--- config.mk ---
export PLATFORM = sky130hd
export DESIGN_NAME = anc_writer
export DESIGN_NICKNAME = d
export VERILOG_FILES = /design/src/g15_code_pkg.sv /design/src/typewriter_pkg.sv /design/src/relay_if.sv /design/src/relay.sv /design/src/relay_capture.sv /design/src/char_decoder.sv /design/src/shift_control.sv /design/src/anc_writer.sv
export SDC_FILE = /design/constraint.sdc
export NUM_CORES = 1
export LEC_CHECK = 0
export BUFFER_PORTS_ARGS = -buffer_cell sky130_fd_sc_hd__buf_2
export CAP_MARGIN = 20
export CORE_MARGIN = 4
export CORE_UTILIZATION = 60
export DETAILED_ROUTE_END_ITERATION = 10
export GPL_ROUTABILITY_DRIVEN = 0
export PLACE_DENSITY = 0.82
export SETUP_SLACK_MARGIN = 0.15
export SLEW_MARGIN = 20
export SYNTH_ARGS = -nofsm -noshare
export SYNTH_HDL_FRONTEND = slang
export SYNTH_SLANG_ARGS = --single-unit
export TNS_END_PERCENT = 50
--- constraint.sdc ---
create_clock -name CLOCK -period 3.65 [get_ports CLOCK]
set_clock_uncertainty 0.05 [all_clocks]
set_input_delay 0.365 -clock CLOCK [delete_from_list [all_inputs] [get_ports CLOCK]]
set_output_delay 0.365 -clock CLOCK [all_outputs]
set_load 0.03 [all_outputs]
--- src/g15_code_pkg.sv ---
// G-15 side codes as presented on the output levels; LEV1 is the lsb and LEV4 is ignored for numeric controls
package g15_code_pkg;

    // ------------------------------
    // level word
    // ------------------------------
    localparam int lev_w = 5;               // LEV1..LEV5

    typedef logic [lev_w:1] lev_t;          // bit 1 is LEV1
    typedef logic [5:0]     an_code_t;      // {alpha6, alpha5, LEV4..LEV1}

    // ------------------------------
    // numeric controls, LEV5 clear
    // ------------------------------
    localparam lev_t code_num_space  = 5'b00000;
    localparam lev_t code_num_minus  = 5'b00001;
    localparam lev_t code_num_cr     = 5'b00010;
    localparam lev_t code_num_tab    = 5'b00011;
    localparam lev_t code_num_period = 5'b00110;

    // ------------------------------
    // alphanumeric controls
    // ------------------------------
    localparam an_code_t code_an_cr    = 6'b101010;
    localparam an_code_t code_an_tab   = 6'b101101;
    localparam an_code_t code_an_space = 6'b111101;

endpackage

--- src/typewriter_pkg.sv ---
// IBM I/O Writer magnet numbers and relay timing; all times are ms ticks and must fit 5 bits
package typewriter_pkg;

    // ------------------------------
    // typebar magnets
    // ------------------------------
    localparam int mag_count = 44;

    typedef logic [mag_count-1:0] mag_t;    // index = IBM magnet number

    // shifted specials
    localparam logic [5:0] mag_slash  = 6'd40;  // /
    localparam logic [5:0] mag_star   = 6'd43;  // * and unshifted -
    localparam logic [5:0] mag_rparen = 6'd35;  // )
    localparam logic [5:0] mag_lparen = 6'd31;  // (
    localparam logic [5:0] mag_equal  = 6'd15;  // =
    localparam logic [5:0] mag_dollar = 6'd11;  // $
    localparam logic [5:0] mag_plus   = 6'd3;   // +

    // digits
    localparam logic [5:0] mag_0 = 6'd35;
    localparam logic [5:0] mag_1 = 6'd39;
    localparam logic [5:0] mag_2 = 6'd3;
    localparam logic [5:0] mag_3 = 6'd7;
    localparam logic [5:0] mag_4 = 6'd11;
    localparam logic [5:0] mag_5 = 6'd15;
    localparam logic [5:0] mag_6 = 6'd19;
    localparam logic [5:0] mag_7 = 6'd23;
    localparam logic [5:0] mag_8 = 6'd27;
    localparam logic [5:0] mag_9 = 6'd31;

    // ------------------------------
    // relay timing
    // ------------------------------
    typedef logic [4:0] tick_cnt_t;

    localparam tick_cnt_t ticks_pick      = 5'd10;
    localparam tick_cnt_t ticks_drop      = 5'd10;
    localparam tick_cnt_t ticks_drop_slow = 5'd20;  // diode bypassed coil
    localparam tick_cnt_t ticks_pick_int  = 5'd15;  // RY11B interlock

endpackage

--- src/relay_if.sv ---
// buffered relay contacts; all members are levels that follow relay timing, never pulses
interface relay_if;

    g15_code_pkg::lev_t lev;    // RY5..RY1
    logic               alpha5; // RY6, first frame LEV1
    logic               alpha6; // RY7, first frame LEV2
    logic               an;     // RY8
    logic               exc;    // RY9, type pulse
    logic               type_on;// RY10

    modport capture (
        output lev, alpha5, alpha6, an, exc, type_on
    );

    modport decode (
        input lev, alpha5, alpha6, an, exc, type_on
    );

    modport shift (
        input lev, an, type_on
    );

endinterface

--- src/relay.sv ---
// pick/drop relay; tick is a one-clock pulse and a drop is taken when the coil input is all zero
module relay #(
    parameter type payload_t = logic,
    parameter typewriter_pkg::tick_cnt_t t_pick     = typewriter_pkg::ticks_pick,
    parameter typewriter_pkg::tick_cnt_t t_drop     = typewriter_pkg::ticks_drop,
    parameter typewriter_pkg::tick_cnt_t t_drop_alt = typewriter_pkg::ticks_drop
) (
    input  logic     CLOCK,
    input  logic     reset,
    input  logic     tick,      // 1 ms strobe
    input  payload_t e,         // coil energize
    input  logic     ar,        // alternate release path
    output payload_t c          // contacts
);

    payload_t                  e_q;     // coil seen last clock
    typewriter_pkg::tick_cnt_t cnt;     // ticks since coil settled
    typewriter_pkg::tick_cnt_t limit;   // ticks needed for this move

    always_comb begin
        if (e != '0) limit = t_pick;
        else if (ar) limit = t_drop_alt;
        else         limit = t_drop;
    end

    always_ff @(posedge CLOCK) begin
        if (reset) begin
            c   <= '0;                      // all contacts released
            e_q <= '0;
            cnt <= '0;
        end else begin
            e_q <= e;
            if (e == c || e != e_q) begin
                cnt <= '0;                  // idle, or coil still moving
            end else if (tick) begin
                if (cnt >= limit - 1'b1) begin
                    c   <= e;               // armature settles
                    cnt <= '0;
                end else begin
                    cnt <= cnt + 1'b1;
                end
            end
        end
    end

    // contacts move only on a ms strobe
    a_tick_only: assert property (@(posedge CLOCK) disable iff (reset)
        c != $past(c) |-> $past(tick));

endmodule

--- src/relay_capture.sv ---
// input relay bank RY1-RY10; levels and exc pass only after TYPE has picked RY10
module relay_capture (
    input  logic               CLOCK,
    input  logic               reset,
    input  logic               tick_ms,
    input  logic               an_in,     // AS
    input  logic               type_in,   // TYPE
    input  logic               exc_in,    // type pulse
    input  g15_code_pkg::lev_t lev_in,
    relay_if.capture           bus
);

    logic [4:1] ry_lev_e;       // RY1..RY4 coils
    logic [4:1] ry_lev;
    logic       ry5_e;
    logic       ry5;            // LEV5
    logic [1:0] ry_alpha_e;     // {RY7, RY6}
    logic [1:0] ry_alpha;
    logic       ry9_e;

    // ------------------------------
    // level buffer
    // ------------------------------
    assign ry_lev_e = {4{bus.type_on}} & lev_in[4:1];
    assign ry5_e    = bus.type_on & lev_in[5];
    assign ry9_e    = bus.type_on & exc_in;

    relay #(.payload_t(logic [4:1]), .t_drop(typewriter_pkg::ticks_drop_slow)) ry1_4 (
        .CLOCK, .reset, .tick(tick_ms), .e(ry_lev_e), .ar(1'b0), .c(ry_lev));

    // fast release in AN so the alpha frame clears quickly
    relay #(.t_drop(typewriter_pkg::ticks_drop_slow)) ry5_lev5 (
        .CLOCK, .reset, .tick(tick_ms), .e(ry5_e), .ar(bus.an), .c(ry5));

    assign bus.lev = {ry5, ry_lev};

    // ------------------------------
    // alpha buffer RY6/RY7
    // ------------------------------
    assign ry_alpha_e = ({2{bus.an & ry5}} & ry_lev[2:1])        // first frame picks
                      | ({2{bus.type_on & ~ry5}} & ry_alpha);    // hold for second frame

    relay #(.payload_t(logic [1:0])) ry6_7 (
        .CLOCK, .reset, .tick(tick_ms), .e(ry_alpha_e), .ar(1'b0), .c(ry_alpha));

    assign bus.alpha6 = ry_alpha[1];
    assign bus.alpha5 = ry_alpha[0];

    // ------------------------------
    // mode and strobe
    // ------------------------------
    relay ry8_an (
        .CLOCK, .reset, .tick(tick_ms), .e(an_in), .ar(1'b0), .c(bus.an));

    relay ry9_exc (
        .CLOCK, .reset, .tick(tick_ms), .e(ry9_e), .ar(1'b0), .c(bus.exc));

    relay ry10_type (
        .CLOCK, .reset, .tick(tick_ms), .e(type_in), .ar(1'b0), .c(bus.type_on));

endmodule

--- src/char_decoder.sv ---
// character to magnet decode, pure combinational; shifted specials leave magnet drive to shift control
module char_decoder (
    relay_if.decode              bus,
    output typewriter_pkg::mag_t mag_base,
    output logic                 mag_cr,
    output logic                 mag_tab,
    output logic                 mag_space,
    output logic                 special,       // shifted symbol pending
    output logic [5:0]           special_mag
);

    localparam logic [5:0] none = 6'h3f;        // no magnet selected

    localparam logic [5:0] digit_mag [10] = '{
        typewriter_pkg::mag_0, typewriter_pkg::mag_1, typewriter_pkg::mag_2,
        typewriter_pkg::mag_3, typewriter_pkg::mag_4, typewriter_pkg::mag_5,
        typewriter_pkg::mag_6, typewriter_pkg::mag_7, typewriter_pkg::mag_8,
        typewriter_pkg::mag_9
    };

    g15_code_pkg::lev_t     num_code;   // LEV4 masked for controls
    g15_code_pkg::an_code_t an_code;
    logic [5:0]             hit;        // typebar magnet
    logic [5:0]             spec;       // shifted magnet

    always_comb begin
        mag_base  = '0;
        mag_cr    = 1'b0;
        mag_tab   = 1'b0;
        mag_space = 1'b0;
        hit       = none;
        spec      = none;
        num_code  = bus.lev;
        if (!bus.lev[5]) num_code[4] = 1'b0;
        an_code   = {bus.alpha6, bus.alpha5, bus.lev[4:1]};

        // ------------------------------
        // numeric (hex) mode
        // ------------------------------
        if (bus.exc && !bus.an) begin
            if (num_code[5] && num_code[4:1] <= 4'd9) begin
                hit = digit_mag[num_code[4:1]];
            end else begin
                unique0 case (num_code)
                    g15_code_pkg::code_num_space:  mag_space = 1'b1;
                    g15_code_pkg::code_num_minus:  hit = typewriter_pkg::mag_star;
                    g15_code_pkg::code_num_cr:     mag_cr = 1'b1;
                    g15_code_pkg::code_num_tab:    mag_tab = 1'b1;
                    g15_code_pkg::code_num_period: hit = 6'd36;
                    5'b11010: hit = 6'd25;  // u
                    5'b11011: hit = 6'd16;  // v
                    5'b11100: hit = 6'd5;   // w
                    5'b11101: hit = 6'd8;   // x
                    5'b11110: hit = 6'd21;  // y
                    5'b11111: hit = 6'd4;   // z
                    default: ;
                endcase
            end
        // ------------------------------
        // alphanumeric, second frame
        // ------------------------------
        end else if (bus.exc && bus.an) begin
            if (an_code <= 6'd9) begin
                hit = digit_mag[an_code[3:0]];
            end else begin
                unique0 case (an_code)
                    g15_code_pkg::code_an_cr:    mag_cr = 1'b1;
                    g15_code_pkg::code_an_tab:   mag_tab = 1'b1;
                    g15_code_pkg::code_an_space: mag_space = 1'b1;
                    6'b001011: spec = typewriter_pkg::mag_equal;
                    6'b010000: spec = typewriter_pkg::mag_plus;
                    6'b011100: spec = typewriter_pkg::mag_rparen;
                    6'b101011: spec = typewriter_pkg::mag_dollar;
                    6'b101100: spec = typewriter_pkg::mag_star;
                    6'b110001: spec = typewriter_pkg::mag_slash;
                    6'b111100: spec = typewriter_pkg::mag_lparen;
                    6'b010001: hit = 6'd2;   // a
                    6'b010010: hit = 6'd20;  // b
                    6'b010011: hit = 6'd12;  // c
                    6'b010100: hit = 6'd10;  // d
                    6'b010101: hit = 6'd9;   // e
                    6'b010110: hit = 6'd14;  // f
                    6'b010111: hit = 6'd18;  // g
                    6'b011000: hit = 6'd22;  // h
                    6'b011001: hit = 6'd29;  // i
                    6'b011010: hit = 6'd42;  // < >
                    6'b011011: hit = 6'd36;  // . ?
                    6'b011101: hit = 6'd38;  // : ;
                    6'b011110: hit = 6'd41;  // and/or
                    6'b100000: hit = typewriter_pkg::mag_star;  // -
                    6'b100001: hit = 6'd26;  // j
                    6'b100010: hit = 6'd30;  // k
                    6'b100011: hit = 6'd34;  // l
                    6'b100100: hit = 6'd28;  // m
                    6'b100101: hit = 6'd24;  // n
                    6'b100110: hit = 6'd33;  // o
                    6'b100111: hit = 6'd37;  // p
                    6'b101000: hit = 6'd1;   // q
                    6'b101001: hit = 6'd13;  // r
                    6'b110010: hit = 6'd6;   // s
                    6'b110011: hit = 6'd17;  // t
                    6'b110100: hit = 6'd25;  // u
                    6'b110101: hit = 6'd16;  // v
                    6'b110110: hit = 6'd5;   // w
                    6'b111000: hit = 6'd21;  // y
                    6'b111001: hit = 6'd4;   // z
                    6'b111011: hit = 6'd32;  // , and up arrow
                    default: ;
                endcase
            end
        end

        if (hit < typewriter_pkg::mag_count) mag_base[hit] = 1'b1;
        special     = (spec != none);
        special_mag = special ? spec : 6'd0;

        // one row of the diode matrix at a time
        a_one_row: assert ($onehot0({mag_base, mag_cr, mag_tab, mag_space, special}));
    end

endmodule

--- src/shift_control.sv ---
// shift relays RY11A/RY11B/RY14 and magnet drive; shift_up is the basket contact, already debounced
module shift_control (
    input  logic                 CLOCK,
    input  logic                 reset,
    input  logic                 tick_ms,
    relay_if.shift               bus,
    input  logic                 shift_up,      // basket up contact
    input  logic                 special,
    input  logic [5:0]           special_mag,
    input  typewriter_pkg::mag_t mag_base,
    output typewriter_pkg::mag_t mag,
    output logic                 mag_shift,
    output logic                 f_b            // basket in motion
);

    logic ry11a_e;
    logic ry11a;        // shift
    logic ry11b;        // shift interlock
    logic ry14_e;
    logic ry14;         // basket is up

    // ------------------------------
    // shift relays
    // ------------------------------
    assign ry11a_e = ((bus.an & bus.lev[5])          // alpha first frame
                   | (bus.type_on & ry11a)           // self hold
                   | (special & ~ry11b))             // shifted symbol
                   & ~(bus.lev[5] & bus.lev[3]);     // release code
    assign ry14_e  = bus.an & shift_up;

    relay ry11a_shift (
        .CLOCK, .reset, .tick(tick_ms), .e(ry11a_e), .ar(1'b0), .c(ry11a));

    relay #(.t_pick(typewriter_pkg::ticks_pick_int)) ry11b_int (
        .CLOCK, .reset, .tick(tick_ms), .e(ry11a), .ar(1'b0), .c(ry11b));

    relay ry14_up (
        .CLOCK, .reset, .tick(tick_ms), .e(ry14_e), .ar(1'b0), .c(ry14));

    // ------------------------------
    // magnet drive and feedback
    // ------------------------------
    always_comb begin
        mag = mag_base;
        if (special && ry11b) mag[special_mag] = 1'b1;  // symbol strikes once interlocked
    end

    assign mag_shift = ry11a;
    assign f_b       = bus.type_on & (ry11a ^ ry14);    // shift magnet and basket disagree

    // a shifted symbol strikes only while the shift relay still holds
    a_special_shifted: assert property (@(posedge CLOCK) disable iff (reset)
        (special && ry11b) |-> ry11a);

endmodule

--- src/anc_writer.sv ---
// ANC-2 output half; no fixed latency, the G-15 must hold exc until f_b is low
module anc_writer (
    input  logic                 CLOCK,
    input  logic                 reset,
    input  logic                 tick_ms,       // 1 ms strobe
    input  logic                 an,
    input  logic                 type_sel,
    input  logic                 exc,
    input  g15_code_pkg::lev_t   lev_in,
    input  logic                 shift_up,
    output typewriter_pkg::mag_t mag,
    output logic                 mag_cr,
    output logic                 mag_tab,
    output logic                 mag_space,
    output logic                 mag_shift,
    output logic                 f_b
);

    relay_if bus ();

    typewriter_pkg::mag_t mag_base;
    logic                 special;
    logic [5:0]           special_mag;

    relay_capture u_capture (
        .CLOCK, .reset, .tick_ms,
        .an_in(an), .type_in(type_sel), .exc_in(exc), .lev_in,
        .bus(bus.capture));

    char_decoder u_decode (
        .bus(bus.decode),
        .mag_base, .mag_cr, .mag_tab, .mag_space, .special, .special_mag);

    shift_control u_shift (
        .CLOCK, .reset, .tick_ms,
        .bus(bus.shift),
        .shift_up, .special, .special_mag, .mag_base,
        .mag, .mag_shift, .f_b);

endmodule

==> impl_metrics.py <==
metrics = {
    "run_status": {
        "status": "finished clean",
    },
    "finish": {
        "layout.nets": 787,
        "fin_area_um2": 5900,
        "drive_gt1_frac": 0.171,
        "fill_cells": 733,
        "area_growth_pct": 10.9,
        "n_antenna_cell": 0,
    },
    "grt": {
        "gr-usage-met2": 0.447,
        "antenna_found_initial": 0,
        "grt_use_met3": 0.0505,
        "gr-total-overflow": 0,
        "top_usage_layer": "met2",
        "grt_util_all_layers": 0.264,
        "grt_pass1_vias": 4916,
        "grt_first_pass_wirelength_mm": 22.6,
        "grt_max_degree": 50,
        "gr-usage-met1": 0.320,
    },
    "worst_setup_path": {
        "setup.worst_path.start_class": "flop",
        "end_kind": "primary output",
        "critPathRequiredTime_ps": 3230,
        "path_class": "reg2out",
        "worstReg2RegStart": "u_capture.ry9_exc.c$_SDFFE_PP0P_",
        "worst_ep_arrival_time_ps": 3020,
        "crit_path_max_fanout": 20,
        "cp-startpoint": "u_capture.ry6_7.c[1]$_SDFFE_PP0P_",
    },
    "routing": {
        "drc_errors": 0,
        "vias": 5463,
        "wl_per_cell_um": 16.2,
        "final_antenna_net_count": 0,
        "drt_iter0_drc": 443,
        "drt_wl_total_mm": 14.0,
        "dr.pass1.iters": 5,
        "via_per_inst": 6.32,
    },
    "floorplan": {
        "die_w_um": 102,
        "core_um2": 8680,
        "initial_core_util": 0.613,
        "num_rows": 34,
        "dieArea_um2": 10400,
        "die_h_um": 102,
        "io_pins": 61,
    },
    "synth": {
        "synthTopCellsByCount": "nor2_1, dfxtp_1, nand2_1",
        "yosysMostFrequentCell": "nor2_1",
        "synth_edf_count": 0,
        "synth_cell_types": 78,
        "synth_warnings": 0,
        "synth_area_leaders": "dfxtp_1, nor2_1, ha_1",
        "synth_seq_cells": 71,
        "synth_area_um2": 5320,
        "yosysSeqAreaShare": 0.267,
        "syn_area_per_cell_um2": 7.43,
        "synth.top_cell.area_share": 0.267,
        "syn_nets": 752,
        "yosys.area.top_type": "dfxtp_1",
        "synthFlopType": "dfxtp_1",
        "synth_cells": 716,
        "async_flop_share": 0,
    },
    "worst_hold_path": {
        "hp-start": "an",
        "hold_class": "in2reg",
    },
    "clock_network": {
        "path_clk_slew_ps": 80,
        "cts_buffers": 9,
        "ctsHtreeMaxLevel": 3,
        "root_buffer": "clkbuf_8",
        "cts_tree": "done",
        "cts_buffer_depth": 2,
        "cts.sinks": 71,
        "clock_latency_ps": 350,
        "cts_setup_buffers": 0,
    },
    "place": {
        "place_ws_ps": 339,
        "hpwl_mm": 9.86,
        "io_buffers": 59,
        "place_area_um2": 5600,
    },
    "timing": {
        "hold_viol": 0,
        "relSlewSlack": 0.351,
        "drv_slew": 0,
        "post-route-period-util": 0.941,
        "setup_viol": 0,
        "fmax_mhz": 291,
        "rsz0062_at_grt": "yes",
        "setup-tns-final_ps": 0,
        "max_slew.worst_pin.slew_ps": 967,
        "period_needed_ps": 3430,
        "setup_ws_ps": 216,
    },
    "pwr": {
        "cellPowerDensity_nw_per_um2": 262,
        "p_leak_nw": 2.22,
        "vdd_drop_max_uv": 243,
    },
    "job": {
        "cap_viol_max_count": 0,
    },
}
[path summary, 6_finish.rpt]
| check | endpoint | slack (ps) | cells after the start |
|---|---|---|---|
| worst max register to register | u_shift.ry11a_shift.cnt[3]$_SDFFE_PP0P_ | 890 | 7 |
| worst min register to register | u_shift.ry14_up.cnt[4]$_SDFFE_PP0P_ | 420 | 1 |
| worst min-delay path | u_capture.ry8_an.e_q$_SDFF_PP0_ | 230 | 2 |
| worst max-delay path | mag[43] | 220 | 9 |
[placed cells by master (no fill, tap or decap), types with 4 or more instances in the layout]
cell type  instances
a41oi_1            5
nor3b_1           13
a22oi_1            6
inv_1             22
ha_1              24
o41ai_1            6
nor3_1            32
xor2_1            14
buf_4             13
and3_1             4
or3_1              5
o31ai_1            7
and2_1             7
nand2b_1          27
a211oi_1           5
a21oi_1           50
o32ai_1            4
o21ai_0           41
xnor2_1            7
mux2i_1            4
nand3_1           23
dfxtp_1           63
nor4_1             5
clkbuf_8          11
or2_2              7
nor2b_1           15
buf_6              4
buf_2             58
o22ai_1            6
dfxtp_2            5
nor2_1            86
nand2_1           61
nand3b_1          10
nand4_1           10
a21o_1             9
a32oi_1            4
a31oi_1            5
[power by group]
| group | switching, mW | internal (mW) | leakage, nW |
|---|---|---|---|
| clock | 0.303 | 0.425 | 0.117 |
| sequential | 0.00173 | 0.773 | 0.577 |
| combinational | 0.0331 | 0.0133 | 1.53 |
| total | 0.338 | 1.21 | 2.22 |
[timing repair]
item / in CTS / in global routing
hold buffers: 0 / 0
endpoints found under the setup margin: 20 / 32
resized for setup: 7 / 18
[kinds of logic after synthesis]
kind of cell,count (synthesis),synth area share
flops,71,0.267
fa+ha+maj,24,0.0564
simple gates,327,0.317
other cells,1,0.000705
xor+xnor,22,0.0362
mux,5,0.00964
compound gates,191,0.242
buf+inv,75,0.0712
[routing by layer]
layer	part of all wire	vias to the layer above
li1	-	2643
met1	0.41	2531
met2	0.49	246
met5	0	-
met3	0.074	43
met4	0.025	0
[sequential cells by signal, summed over array words and instances (netlist names), 2 cells and up]
register,cells
u_capture.ry1_4.e_q,4
u_capture.ry5_lev5.cnt,5
u_shift.ry11a_shift.cnt,5
u_capture.ry6_7.e_q,2
u_shift.ry14_up.cnt,5
u_capture.ry1_4.cnt,5
u_capture.ry6_7.c,2
u_capture.ry6_7.cnt,5
u_capture.ry8_an.cnt,5
u_capture.ry1_4.c,4
u_capture.ry9_exc.cnt,5
u_capture.ry10_type.cnt,5
u_shift.ry11b_int.cnt,5
[per-stage QoR]
stage	util	std cells	power (mW)	hold WS, ps
finish	0.680	864	1.55	229
global route	0.680	864	1.59	235
CTS	0.674	864	1.56	211
detailed placement	0.645	848	0.841	413
global placement	0.645	848	0.839	408
floorplan	-	716	0.826	400
[critical path: stages, from the launching register on]
cell,delay [ps]
dfxtp_2,430
buf_6,210
a21boi_1,240
xnor2_1,110
o221ai_1,220
nand3_1,140
o21bai_1,210
or3b_2,540
o32ai_1,330
buf_4,230
[final cells by class]
cell class | count | area [um^2] | share of cell area
Sequential cell | 71 | 1440 | 0.244
Tap cell | 108 | 135 | 0.0229
Multi-Input combinational cell | 570 | 3560 | 0.603
Clock buffer | 12 | 155 | 0.0263
Clock inverter | 4 | 77.6 | 0.0131
Timing Repair Buffer | 76 | 453 | 0.0767
Inverter | 23 | 86.3 | 0.0146
No activity file was read; power rests on OpenSTA's default activity.
